==> config.mk <==
export PLATFORM = sky130hd
export DESIGN_NAME = rv_top
export DESIGN_NICKNAME = d
export VERILOG_FILES = /design/src/hdl/rv_pkg.sv /design/src/hdl/rv_alu.sv /design/src/hdl/rv_decode.sv /design/src/hdl/rv_regfile.sv /design/src/hdl/rv_lsu.sv /design/src/hdl/rv_core.sv /design/src/hdl/rv_top.sv
export SDC_FILE = /design/constraint.sdc
export NUM_CORES = 2
export LEC_CHECK = 0
export BUFFER_PORTS_ARGS = -buffer_cell sky130_fd_sc_hd__buf_2
export CAP_MARGIN = 20
export CORE_ASPECT_RATIO = 1.25
export CORE_UTILIZATION = 30
export DETAILED_ROUTE_END_ITERATION = 12
export PLACE_DENSITY_LB_ADDON = 0.1
export SKIP_CTS_REPAIR_TIMING = 1
export SYNTH_ARGS = -nofsm -noshare
export SYNTH_HDL_FRONTEND = slang
export SYNTH_SLANG_ARGS = --single-unit
==> constraint.sdc <==
create_clock -name clk -period 23.8 [get_ports clk]
set_input_delay 3.57 -clock clk [delete_from_list [all_inputs] [get_ports clk]]
set_output_delay 3.57 -clock clk [all_outputs]
set_load 0.005 [all_outputs]
==> src/hdl/rv_pkg.sv <==
package rv_pkg;

  typedef logic [31:0] word_t;
  typedef logic [4:0]  reg_addr_t;
  typedef logic [3:0]  alu_op_t;
  typedef logic [1:0]  mem_size_t;
  typedef logic [1:0]  wb_src_t;

  // ALU codes follow {inst[30], func3} so decode can pass them through
  localparam alu_op_t ALU_ADD   = 4'b0000;
  localparam alu_op_t ALU_SUB   = 4'b1000;
  localparam alu_op_t ALU_SLL   = 4'b0001;
  localparam alu_op_t ALU_SLT   = 4'b0010;
  localparam alu_op_t ALU_SLTU  = 4'b0011;
  localparam alu_op_t ALU_XOR   = 4'b0100;
  localparam alu_op_t ALU_SRL   = 4'b0101;
  localparam alu_op_t ALU_SRA   = 4'b1101;
  localparam alu_op_t ALU_OR    = 4'b0110;
  localparam alu_op_t ALU_AND   = 4'b0111;
  localparam alu_op_t ALU_PASSB = 4'b1111;

  localparam mem_size_t SZ_BYTE = 2'd0; // Same as func3[1:0]
  localparam mem_size_t SZ_HALF = 2'd1;
  localparam mem_size_t SZ_WORD = 2'd2;

  localparam wb_src_t WB_ALU = 2'd0;
  localparam wb_src_t WB_MEM = 2'd1;
  localparam wb_src_t WB_PC4 = 2'd2;

  localparam logic [6:0] OP_LUI    = 7'b0110111;
  localparam logic [6:0] OP_AUIPC  = 7'b0010111;
  localparam logic [6:0] OP_JAL    = 7'b1101111;
  localparam logic [6:0] OP_JALR   = 7'b1100111;
  localparam logic [6:0] OP_BRANCH = 7'b1100011;
  localparam logic [6:0] OP_LOAD   = 7'b0000011;
  localparam logic [6:0] OP_STORE  = 7'b0100011;
  localparam logic [6:0] OP_IMM    = 7'b0010011;
  localparam logic [6:0] OP_REG    = 7'b0110011;
  localparam logic [6:0] OP_SYSTEM = 7'b1110011;

  typedef enum logic [1:0] {
    ST_EXEC,
    ST_MEM,
    ST_HALT
  } core_state_e;

endpackage

==> src/hdl/rv_alu.sv <==
`timescale 1ns/1ps

module rv_alu (
  input  rv_pkg::word_t   a,
  input  rv_pkg::word_t   b,
  input  rv_pkg::alu_op_t op,
  input  logic [2:0]      br_cond,
  output rv_pkg::word_t   result,
  output logic            br_taken
);
  import rv_pkg::*;

  logic [4:0] shamt;
  logic       lt_s;
  logic       lt_u;

  assign shamt = b[4:0];
  assign lt_s  = $signed(a) < $signed(b);
  assign lt_u  = a < b;

  always_comb begin
    case (op)
      ALU_ADD:   result = a + b;
      ALU_SUB:   result = a - b;
      ALU_SLL:   result = a << shamt;
      ALU_SLT:   result = {31'b0, lt_s};
      ALU_SLTU:  result = {31'b0, lt_u};
      ALU_XOR:   result = a ^ b;
      ALU_SRL:   result = a >> shamt;
      ALU_SRA:   result = $signed(a) >>> shamt;
      ALU_OR:    result = a | b;
      ALU_AND:   result = a & b;
      ALU_PASSB: result = b; // LUI
      default:   result = a + b;
    endcase
  end

  always_comb begin
    case (br_cond)
      3'b000:  br_taken = (a == b);
      3'b001:  br_taken = (a != b);
      3'b100:  br_taken = lt_s;
      3'b101:  br_taken = !lt_s;
      3'b110:  br_taken = lt_u;
      3'b111:  br_taken = !lt_u;
      default: br_taken = 1'b0;
    endcase
  end

endmodule

==> src/hdl/rv_decode.sv <==
`timescale 1ns/1ps

module rv_decode (
  input  rv_pkg::word_t     inst,
  output rv_pkg::reg_addr_t rs1,
  output rv_pkg::reg_addr_t rs2,
  output rv_pkg::reg_addr_t rd,
  output rv_pkg::word_t     imm,
  output rv_pkg::alu_op_t   alu_op,
  output logic              src_a_pc,
  output logic              src_b_imm,
  output logic              rd_wen,
  output rv_pkg::wb_src_t   wb_src,
  output logic              is_load,
  output logic              is_store,
  output logic              mem_unsigned,
  output logic              is_branch,
  output logic              is_jal,
  output logic              is_jalr,
  output logic              is_ebreak,
  output logic              is_illegal,
  output rv_pkg::mem_size_t mem_size,
  output logic [2:0]        br_cond
);
  import rv_pkg::*;

  logic [6:0] opcode;
  logic [2:0] func3;
  logic [6:0] func7;
  word_t      imm_i, imm_s, imm_b, imm_u, imm_j;
  logic       wen_raw;

  assign opcode = inst[6:0];
  assign func3  = inst[14:12];
  assign func7  = inst[31:25];

  assign rs1 = inst[19:15];
  assign rs2 = inst[24:20];
  assign rd  = inst[11:7];

  assign imm_i = {{20{inst[31]}}, inst[31:20]};
  assign imm_s = {{20{inst[31]}}, inst[31:25], inst[11:7]};
  assign imm_b = {{20{inst[31]}}, inst[7], inst[30:25], inst[11:8], 1'b0};
  assign imm_u = {inst[31:12], 12'b0};
  assign imm_j = {{12{inst[31]}}, inst[19:12], inst[20], inst[30:21], 1'b0};

  assign mem_size     = inst[13:12];
  assign mem_unsigned = func3[2];
  assign br_cond      = func3;
  assign rd_wen       = wen_raw && (rd != 5'd0); // x0 never written

  always_comb begin
    imm        = imm_i;
    alu_op     = ALU_ADD;
    src_a_pc   = 1'b0;
    src_b_imm  = 1'b0;
    wen_raw    = 1'b0;
    wb_src     = WB_ALU;
    is_load    = 1'b0;
    is_store   = 1'b0;
    is_branch  = 1'b0;
    is_jal     = 1'b0;
    is_jalr    = 1'b0;
    is_ebreak  = 1'b0;
    is_illegal = 1'b0;
    case (opcode)
      OP_LUI: begin
        imm       = imm_u;
        alu_op    = ALU_PASSB;
        src_b_imm = 1'b1;
        wen_raw   = 1'b1;
      end
      OP_AUIPC: begin
        imm       = imm_u;
        src_a_pc  = 1'b1;
        src_b_imm = 1'b1;
        wen_raw   = 1'b1;
      end
      OP_JAL: begin
        imm     = imm_j;
        is_jal  = 1'b1;
        wen_raw = 1'b1;
        wb_src  = WB_PC4;
      end
      OP_JALR: begin
        src_b_imm  = 1'b1;   // ALU forms rs1 + imm
        is_jalr    = (func3 == 3'b000);
        wen_raw    = (func3 == 3'b000);
        wb_src     = WB_PC4;
        is_illegal = (func3 != 3'b000);
      end
      OP_BRANCH: begin
        imm        = imm_b;
        is_branch  = (func3[2:1] != 2'b01);
        is_illegal = (func3[2:1] == 2'b01);
      end
      OP_LOAD: begin
        src_b_imm  = 1'b1;
        wb_src     = WB_MEM;
        is_illegal = (func3 == 3'b011) || (func3[2:1] == 2'b11);
        is_load    = !is_illegal;
        wen_raw    = !is_illegal;
      end
      OP_STORE: begin
        imm        = imm_s;
        src_b_imm  = 1'b1;
        is_illegal = (func3[2] || func3 == 3'b011);
        is_store   = !is_illegal;
      end
      OP_IMM: begin
        src_b_imm  = 1'b1;
        wen_raw    = 1'b1;
        alu_op     = {(func3 == 3'b101) && inst[30], func3};
        if (func3 == 3'b001)
          is_illegal = (func7 != 7'b0000000);
        else if (func3 == 3'b101)
          is_illegal = (func7 != 7'b0000000) && (func7 != 7'b0100000);
      end
      OP_REG: begin
        wen_raw    = 1'b1;
        alu_op     = {inst[30], func3};
        is_illegal = !((func7 == 7'b0000000) ||
                       (func7 == 7'b0100000 && (func3 == 3'b000 || func3 == 3'b101)));
      end
      OP_SYSTEM: begin
        is_ebreak  = (inst == 32'h0010_0073);
        is_illegal = (inst != 32'h0010_0073); // No ECALL or CSR
      end
      default: is_illegal = 1'b1;
    endcase
  end

endmodule

==> src/hdl/rv_regfile.sv <==
`timescale 1ns/1ps

module rv_regfile (
  input  logic              clk,
  input  rv_pkg::reg_addr_t raddr1,
  input  rv_pkg::reg_addr_t raddr2,
  output rv_pkg::word_t     rdata1,
  output rv_pkg::word_t     rdata2,
  input  rv_pkg::reg_addr_t waddr,
  input  rv_pkg::word_t     wdata,
  input  logic              wen
);
  import rv_pkg::*;

  word_t regs [32];

  always_ff @(posedge clk) begin
    if (wen && waddr != 5'd0) begin
      regs[waddr] <= wdata;
    end
  end

  assign rdata1 = (raddr1 == 5'd0) ? '0 : regs[raddr1]; // x0 reads zero
  assign rdata2 = (raddr2 == 5'd0) ? '0 : regs[raddr2];

endmodule

==> src/hdl/rv_lsu.sv <==
`timescale 1ns/1ps

module rv_lsu (
  input  logic              clk,
  input  logic              rst,
  input  logic              start,
  input  logic              we,
  input  logic              unsigned_ld,
  input  rv_pkg::word_t     addr,
  input  rv_pkg::word_t     wdata,
  input  rv_pkg::mem_size_t size,
  output logic              done,
  output rv_pkg::word_t     rdata,
  output logic              wb_cyc,
  output logic              wb_stb,
  output logic              wb_we,
  output logic [29:0]       wb_adr,
  output logic [3:0]        wb_sel,
  output rv_pkg::word_t     wb_wdata,
  input  rv_pkg::word_t     wb_rdata,
  input  logic              wb_ack
);
  import rv_pkg::*;

  logic      busy;
  logic      we_q;
  logic      uns_q;
  mem_size_t size_q;
  logic [1:0] off;
  logic [1:0] off_q;
  word_t     lane_data;
  logic [3:0] sel;
  word_t     shifted;

  // Lane offset, low bits assumed aligned to the size
  assign off = (size == SZ_BYTE) ? addr[1:0] :
               (size == SZ_HALF) ? {addr[1], 1'b0} : 2'b00;
  assign sel = (size == SZ_BYTE) ? (4'b0001 << off) :
               (size == SZ_HALF) ? (4'b0011 << off) : 4'b1111;
  assign lane_data = (size == SZ_BYTE) ? {4{wdata[7:0]}} :
                     (size == SZ_HALF) ? {2{wdata[15:0]}} : wdata;

  always_ff @(posedge clk) begin
    if (rst) begin
      busy <= 1'b0;
    end else if (start && !busy) begin
      busy <= 1'b1;
    end else if (busy && wb_ack) begin
      busy <= 1'b0;
    end
  end

  always_ff @(posedge clk) begin
    if (start && !busy) begin
      we_q     <= we;
      uns_q    <= unsigned_ld;
      size_q   <= size;
      off_q    <= off;
      wb_adr   <= addr[31:2];
      wb_sel   <= sel;
      wb_wdata <= lane_data;
    end
  end

  assign wb_cyc = busy;
  assign wb_stb = busy;
  assign wb_we  = busy && we_q;
  assign done   = busy && wb_ack;

  assign shifted = wb_rdata >> {off_q, 3'b000};

  always_comb begin
    case (size_q)
      SZ_BYTE: rdata = {{24{!uns_q && shifted[7]}}, shifted[7:0]};
      SZ_HALF: rdata = {{16{!uns_q && shifted[15]}}, shifted[15:0]};
      default: rdata = shifted;
    endcase
  end

endmodule

==> src/hdl/rv_core.sv <==
`timescale 1ns/1ps

module rv_core #(
  parameter rv_pkg::word_t RESET_PC = 32'h8000_0000
) (
  input  logic          clk,
  input  logic          rst,
  output rv_pkg::word_t imem_addr,
  input  rv_pkg::word_t imem_data,
  output logic          wb_cyc,
  output logic          wb_stb,
  output logic          wb_we,
  output logic [29:0]   wb_adr,
  output logic [3:0]    wb_sel,
  output rv_pkg::word_t wb_wdata,
  input  rv_pkg::word_t wb_rdata,
  input  logic          wb_ack,
  output logic          halted,
  output logic          illegal
);
  import rv_pkg::*;

  core_state_e state;
  word_t       pc, pc_plus4, pc_target, next_pc;
  reg_addr_t   rs1, rs2, rd;
  word_t       imm, rs1_data, rs2_data, alu_a, alu_b, alu_result, rf_wdata, lsu_rdata;
  alu_op_t     alu_op;
  wb_src_t     wb_src;
  mem_size_t   mem_size;
  logic [2:0]  br_cond;
  logic        src_a_pc, src_b_imm, rd_wen, is_load, is_store, mem_unsigned;
  logic        is_branch, is_jal, is_jalr, is_ebreak, is_illegal, br_taken;
  logic        mem_start, lsu_done, exec_done, complete;
  logic        illegal_q;

  rv_decode decode_i (
    .inst(imem_data), .rs1(rs1), .rs2(rs2), .rd(rd), .imm(imm), .alu_op(alu_op),
    .src_a_pc(src_a_pc), .src_b_imm(src_b_imm), .rd_wen(rd_wen), .wb_src(wb_src),
    .is_load(is_load), .is_store(is_store), .mem_unsigned(mem_unsigned),
    .is_branch(is_branch), .is_jal(is_jal), .is_jalr(is_jalr), .is_ebreak(is_ebreak),
    .is_illegal(is_illegal), .mem_size(mem_size), .br_cond(br_cond)
  );

  rv_regfile regfile_i (
    .clk(clk), .raddr1(rs1), .raddr2(rs2), .rdata1(rs1_data), .rdata2(rs2_data),
    .waddr(rd), .wdata(rf_wdata), .wen(rd_wen && complete)
  );

  assign alu_a = src_a_pc ? pc : rs1_data;
  assign alu_b = src_b_imm ? imm : rs2_data;

  rv_alu alu_i (
    .a(alu_a), .b(alu_b), .op(alu_op), .br_cond(br_cond),
    .result(alu_result), .br_taken(br_taken)
  );

  assign mem_start = (state == ST_EXEC) && (is_load || is_store);

  rv_lsu lsu_i (
    .clk(clk), .rst(rst), .start(mem_start), .we(is_store), .unsigned_ld(mem_unsigned),
    .addr(alu_result), .wdata(rs2_data), .size(mem_size), .done(lsu_done),
    .rdata(lsu_rdata), .wb_cyc(wb_cyc), .wb_stb(wb_stb), .wb_we(wb_we),
    .wb_adr(wb_adr), .wb_sel(wb_sel), .wb_wdata(wb_wdata),
    .wb_rdata(wb_rdata), .wb_ack(wb_ack)
  );

  assign exec_done = (state == ST_EXEC) && !(is_load || is_store || is_ebreak || is_illegal);
  assign complete  = exec_done || (state == ST_MEM && lsu_done);

  assign pc_plus4  = pc + 32'd4;
  assign pc_target = pc + imm;
  assign next_pc   = is_jalr ? {alu_result[31:1], 1'b0} :
                     (is_jal || (is_branch && br_taken)) ? pc_target : pc_plus4;

  always_comb begin
    case (wb_src)
      WB_MEM:  rf_wdata = lsu_rdata;
      WB_PC4:  rf_wdata = pc_plus4;
      default: rf_wdata = alu_result;
    endcase
  end

  always_ff @(posedge clk) begin
    if (rst) begin
      state     <= ST_EXEC;
      pc        <= RESET_PC;
      illegal_q <= 1'b0;
    end else begin
      if (complete) pc <= next_pc;
      case (state)
        ST_EXEC: begin
          if (is_illegal) begin
            state     <= ST_HALT;
            illegal_q <= 1'b1;
          end else if (is_ebreak) begin
            state <= ST_HALT;
          end else if (is_load || is_store) begin
            state <= ST_MEM;
          end
        end
        ST_MEM:  if (lsu_done) state <= ST_EXEC; // PC held until ack
        default: state <= ST_HALT;
      endcase
    end
  end

  assign imem_addr = pc;
  assign halted    = (state == ST_HALT);
  assign illegal   = illegal_q;

endmodule

==> src/hdl/rv_top.sv <==
`timescale 1ns/1ps

module rv_top #(
  parameter rv_pkg::word_t RESET_PC = 32'h8000_0000
) (
  input  logic          clk,
  input  logic          rst,
  output rv_pkg::word_t imem_addr,
  input  rv_pkg::word_t imem_data,
  output logic          wb_cyc,
  output logic          wb_stb,
  output logic          wb_we,
  output logic [29:0]   wb_adr,
  output logic [3:0]    wb_sel,
  output rv_pkg::word_t wb_wdata,
  input  rv_pkg::word_t wb_rdata,
  input  logic          wb_ack,
  output logic          halted,
  output logic          illegal
);

  rv_core #(
    .RESET_PC(RESET_PC)
  ) core_i (
    .clk(clk), .rst(rst), .imem_addr(imem_addr), .imem_data(imem_data),
    .wb_cyc(wb_cyc), .wb_stb(wb_stb), .wb_we(wb_we), .wb_adr(wb_adr),
    .wb_sel(wb_sel), .wb_wdata(wb_wdata), .wb_rdata(wb_rdata), .wb_ack(wb_ack),
    .halted(halted), .illegal(illegal)
  );

endmodule

==> impl_metrics.csv <==
group,metric,value,unit
detailed_routing,wirelength,320,mm
global_route,grt_pass1_wl,427,mm
clock_network,clk_latency,0.78,ns
cells_and_area,nets,5126,
timing,fin_ws,11.17,ns
global_route,antenna_found_initial,20,
timing,skew,0.0449,ns
detailed_routing,drc,0,
clock_network,cts_inserted_buffers,117,
floorplan,ios,170,
logic_synthesis,synthTopCellsByCount,"edfxtp_1, mux4_2, nand2_1",
timing,tightest_slew,1.33,ns
logic_synthesis,syn_area_per_cell,13.8,µm²
placed_design,dp_cells,7690,
cells_and_area,fin_cells,7926,
logic_synthesis,synth_area_leaders,"edfxtp_1, mux4_2, mux2i_1",
detailed_routing,via_count,48300,
cells_and_area,layout-drive-gt1-share,24.4,%
logic_synthesis,yosys.area.top_type,"edfxtp_1",
logic_synthesis,synthMuxAreaShare,21.2,%
cells_and_area,finish.utilization,34.3,%
cells_and_area,syn_to_final_growth,13.6,%
critical_path,worstPathArrival,13.30,ns
floorplan,coreArea,217000,µm²
logic_synthesis,synth-main-ff-cell,"edfxtp_1",
timing,clock.fmax,0.0792,GHz
clock_network,clockRootBuffer,"clkbuf_16",
power,power.density,77.5,nW/µm²
detailed_routing,viasPerCell,6.10,
cells_and_area,final_area,74500,µm²
floorplan,start_util,30.2,%
logic_synthesis,synth_xor_xnor_area_share,0.974,%
power,peakVddDrop,0.0661,mV
logic_synthesis,synth-compound-area-share,13.2,%
logic_synthesis,syn_inst,4758,
timing,setup_viol,0,
logic_synthesis,yosysSeqAreaShare,51.3,%
timing,fin_crit,12.63,ns
global_route,grt-ovfl-total,0,
detailed_routing,drt_pass1_iterations,6,
detailed_routing,drt-initial-drc-count,5637,
critical_path,path_cells,"buf_8, buf_4, buf_4, buf_4, buf_12, buf_4, mux4_2, mux4_2, a22o_1, mux2_2, inv_1, ha_1, nand2_1, nor3_1, nand4_1, or4_1, a2111oi_0, o21ai_0, o311ai_0, o21a_1, buf_4, mux2i_1, a21oi_1, a21o_1",
clock_network,cts_max_level,3,
global_route,grt_start_max_net_pins,94,
logic_synthesis,ys_types,101,
placed_design,dpl.hpwl,225,mm
global_route,grt_pass1_vias,47600,
placed_design,portBuffers,169,
logic_synthesis,ys_seq_elements,1132,
clock_network,clock-sinks,1132,
logic_synthesis,synth_top_area_share,50.2,%
logic_synthesis,synth_warnings,0,
floorplan,die_y,525,µm
cells_and_area,nFillCells,21400,
critical_path,cp_data_required_time,24.47,ns
timing,slew_headroom,11.1,%
critical_path,end_kind,"register",
timing,finalSetupTns,0,ns
clock_network,cts_tree,"yes",
logic_synthesis,synth-simple-area-share,6.93,%
placed_design,place_congestion,1.04,
detailed_routing,wire_per_inst,40.3,µm
timing,rsz0062_at_grt,"no",
timing,slew_violations,0,
detailed_routing,drtAntennaViolNets,0,
floorplan,die_w,420,µm
critical_path,crit_type,"input pin to register",
critical_path,crit_path_top_delay_cell,"or4_1",
clock_network,clk_pin_slew,0.07,ns
floorplan,die_area,221000,µm²
logic_synthesis,ys_async_sr_fraction,0,%
placed_design,post-place-ws,10.60,ns
timing,fin_crit_sh,53.1,%
hold_path,hold_path_class,"register to register",
status,status,"completed",
critical_path,path_max_fanout,93,
logic_synthesis,synth-edff-count,1096,
placed_design,post_dp_cell_area,70400,µm²
global_route,track_usage,28.5,%
logic_synthesis,synth_most_common_cell,"edfxtp_1",
power,leakage,0.0254,µW
logic_synthesis,synthAdderAreaFrac,2.63,%
critical_path,critical_path.max_stage_delay,0.73,ns
critical_path,critPathLaunchType,"input pin",
clock_network,ctsLongestPathBuffers,3,
logic_synthesis,netlist_area,65600,µm²
floorplan,fp-row-count,191,
logic_synthesis,synth_top_family_by_area,"multiplexers",
critical_path,crit_path_frequent_cell,"buf_4",
timing,finalHoldViolCount,0,
flow_run,drv_cap,0,
[registers in the layout (all words and copies together) (netlist names)]
register	cells
core_i.lsu_i.size_q	2
core_i.lsu_i.wb_sel	4
core_i.illegal	1
core_i.lsu_i.wb_wdata	32
core_i.imem_addr	32
core_i.lsu_i.off_q	2
core_i.lsu_i.uns_q	1
core_i.regfile_i.regs	1024
core_i.lsu_i.wb_cyc	1
core_i.lsu_i.wb_adr	30
core_i.state	2
core_i.lsu_i.we_q	1
[power by group]
group	internal (µW)	switching (µW)
Combinational	415	1010
Sequential	2450	8.48
Clock	1040	841
[cell type report]
cell class / count / area, µm² / area share, %
Tap cell: 2895 / 3620 / 4.86
Sequential cell: 1132 / 33600 / 45.1
Clock inverter: 73 / 757 / 1.02
Multi-Input combinational cell: 3130 / 30000 / 40.3
Inverter: 153 / 579 / 0.778
Timing Repair Buffer: 389 / 2820 / 3.79
Antenna cell: 10 / 25.0 / 0.0336
Clock buffer: 144 / 3070 / 4.12
[logic make-up (layout without fill, tap and decap cells)]
kind of cell | Yosys count | after routing
AO/OA/AOI/OAI | 1191 | 1191
flip-flops | 1132 | 1132
AND/OR/NAND/NOR | 963 | 963
multiplexers | 735 | 735
buffers and inverters | 527 | 759
adder cells (fa/ha/maj) | 136 | 136
XOR/XNOR | 73 | 73
other | 1 | 42
[routing by layer]
layer	track usage (%)	share of wire, %	up-vias
met5	0	0.023	-
met4	15.8	6.4	10
met3	4.21	6.3	457
met2	45.1	47	2211
met1	37.2	41	25900
li1	-	-	19700
[cell usage in the layout, fill, tap and decap left out, types with 36 or more instances in the layout]
master,netlist,final
nand3_1,169,169
inv_1,148,145
o21a_1,49,48
nor2_1,248,215
xnor2_1,48,48
a21o_1,69,68
o211ai_1,59,59
buf_2,76,165
mux2i_1,187,185
ha_1,133,132
dfxtp_1,36,36
o221ai_1,76,76
a211o_1,60,60
o21ai_0,167,166
a21oi_1,208,203
buf_4,26,201
a211oi_1,46,44
nor3_1,54,47
a22o_1,49,49
mux4_2,501,501
edfxtp_1,1096,1096
clkbuf_16,0,118
a221o_1,44,44
nand2_1,271,271
[worst max-delay path: cells and delay by family]
family	cells	cell delay (ns)
fa+ha+maj	1	0.40
simple gates	4	1.84
buf+inv	8	3.69
compound gates	7	1.73
mux	4	1.61
[final timing paths]
path / slack (ns) / cells after the start / end / from
worst max-delay path: 11.17 / 24 / core_i.imem_addr[17] / imem_data[21]
worst min-delay path: 0.60 / 2 / core_i.illegal / core_i.illegal
worst min register to register: 0.60 / 2 / core_i.illegal / core_i.illegal
worst max register to register: 15.87 / 22 / core_i.regfile_i.regs[18][30] / core_i.regfile_i.regs[25][0]
[metrics by stage]
stage,hold slack [ns],power (µW)
3_3_place_gp,0.598,3870
6_report,0.604,5770
2_1_floorplan,0.465,3270
3_5_place_dp,0.594,3870
4_1_cts,0.603,5750
5_1_grt,0.603,5930
(Power assumes the default switching activity.)
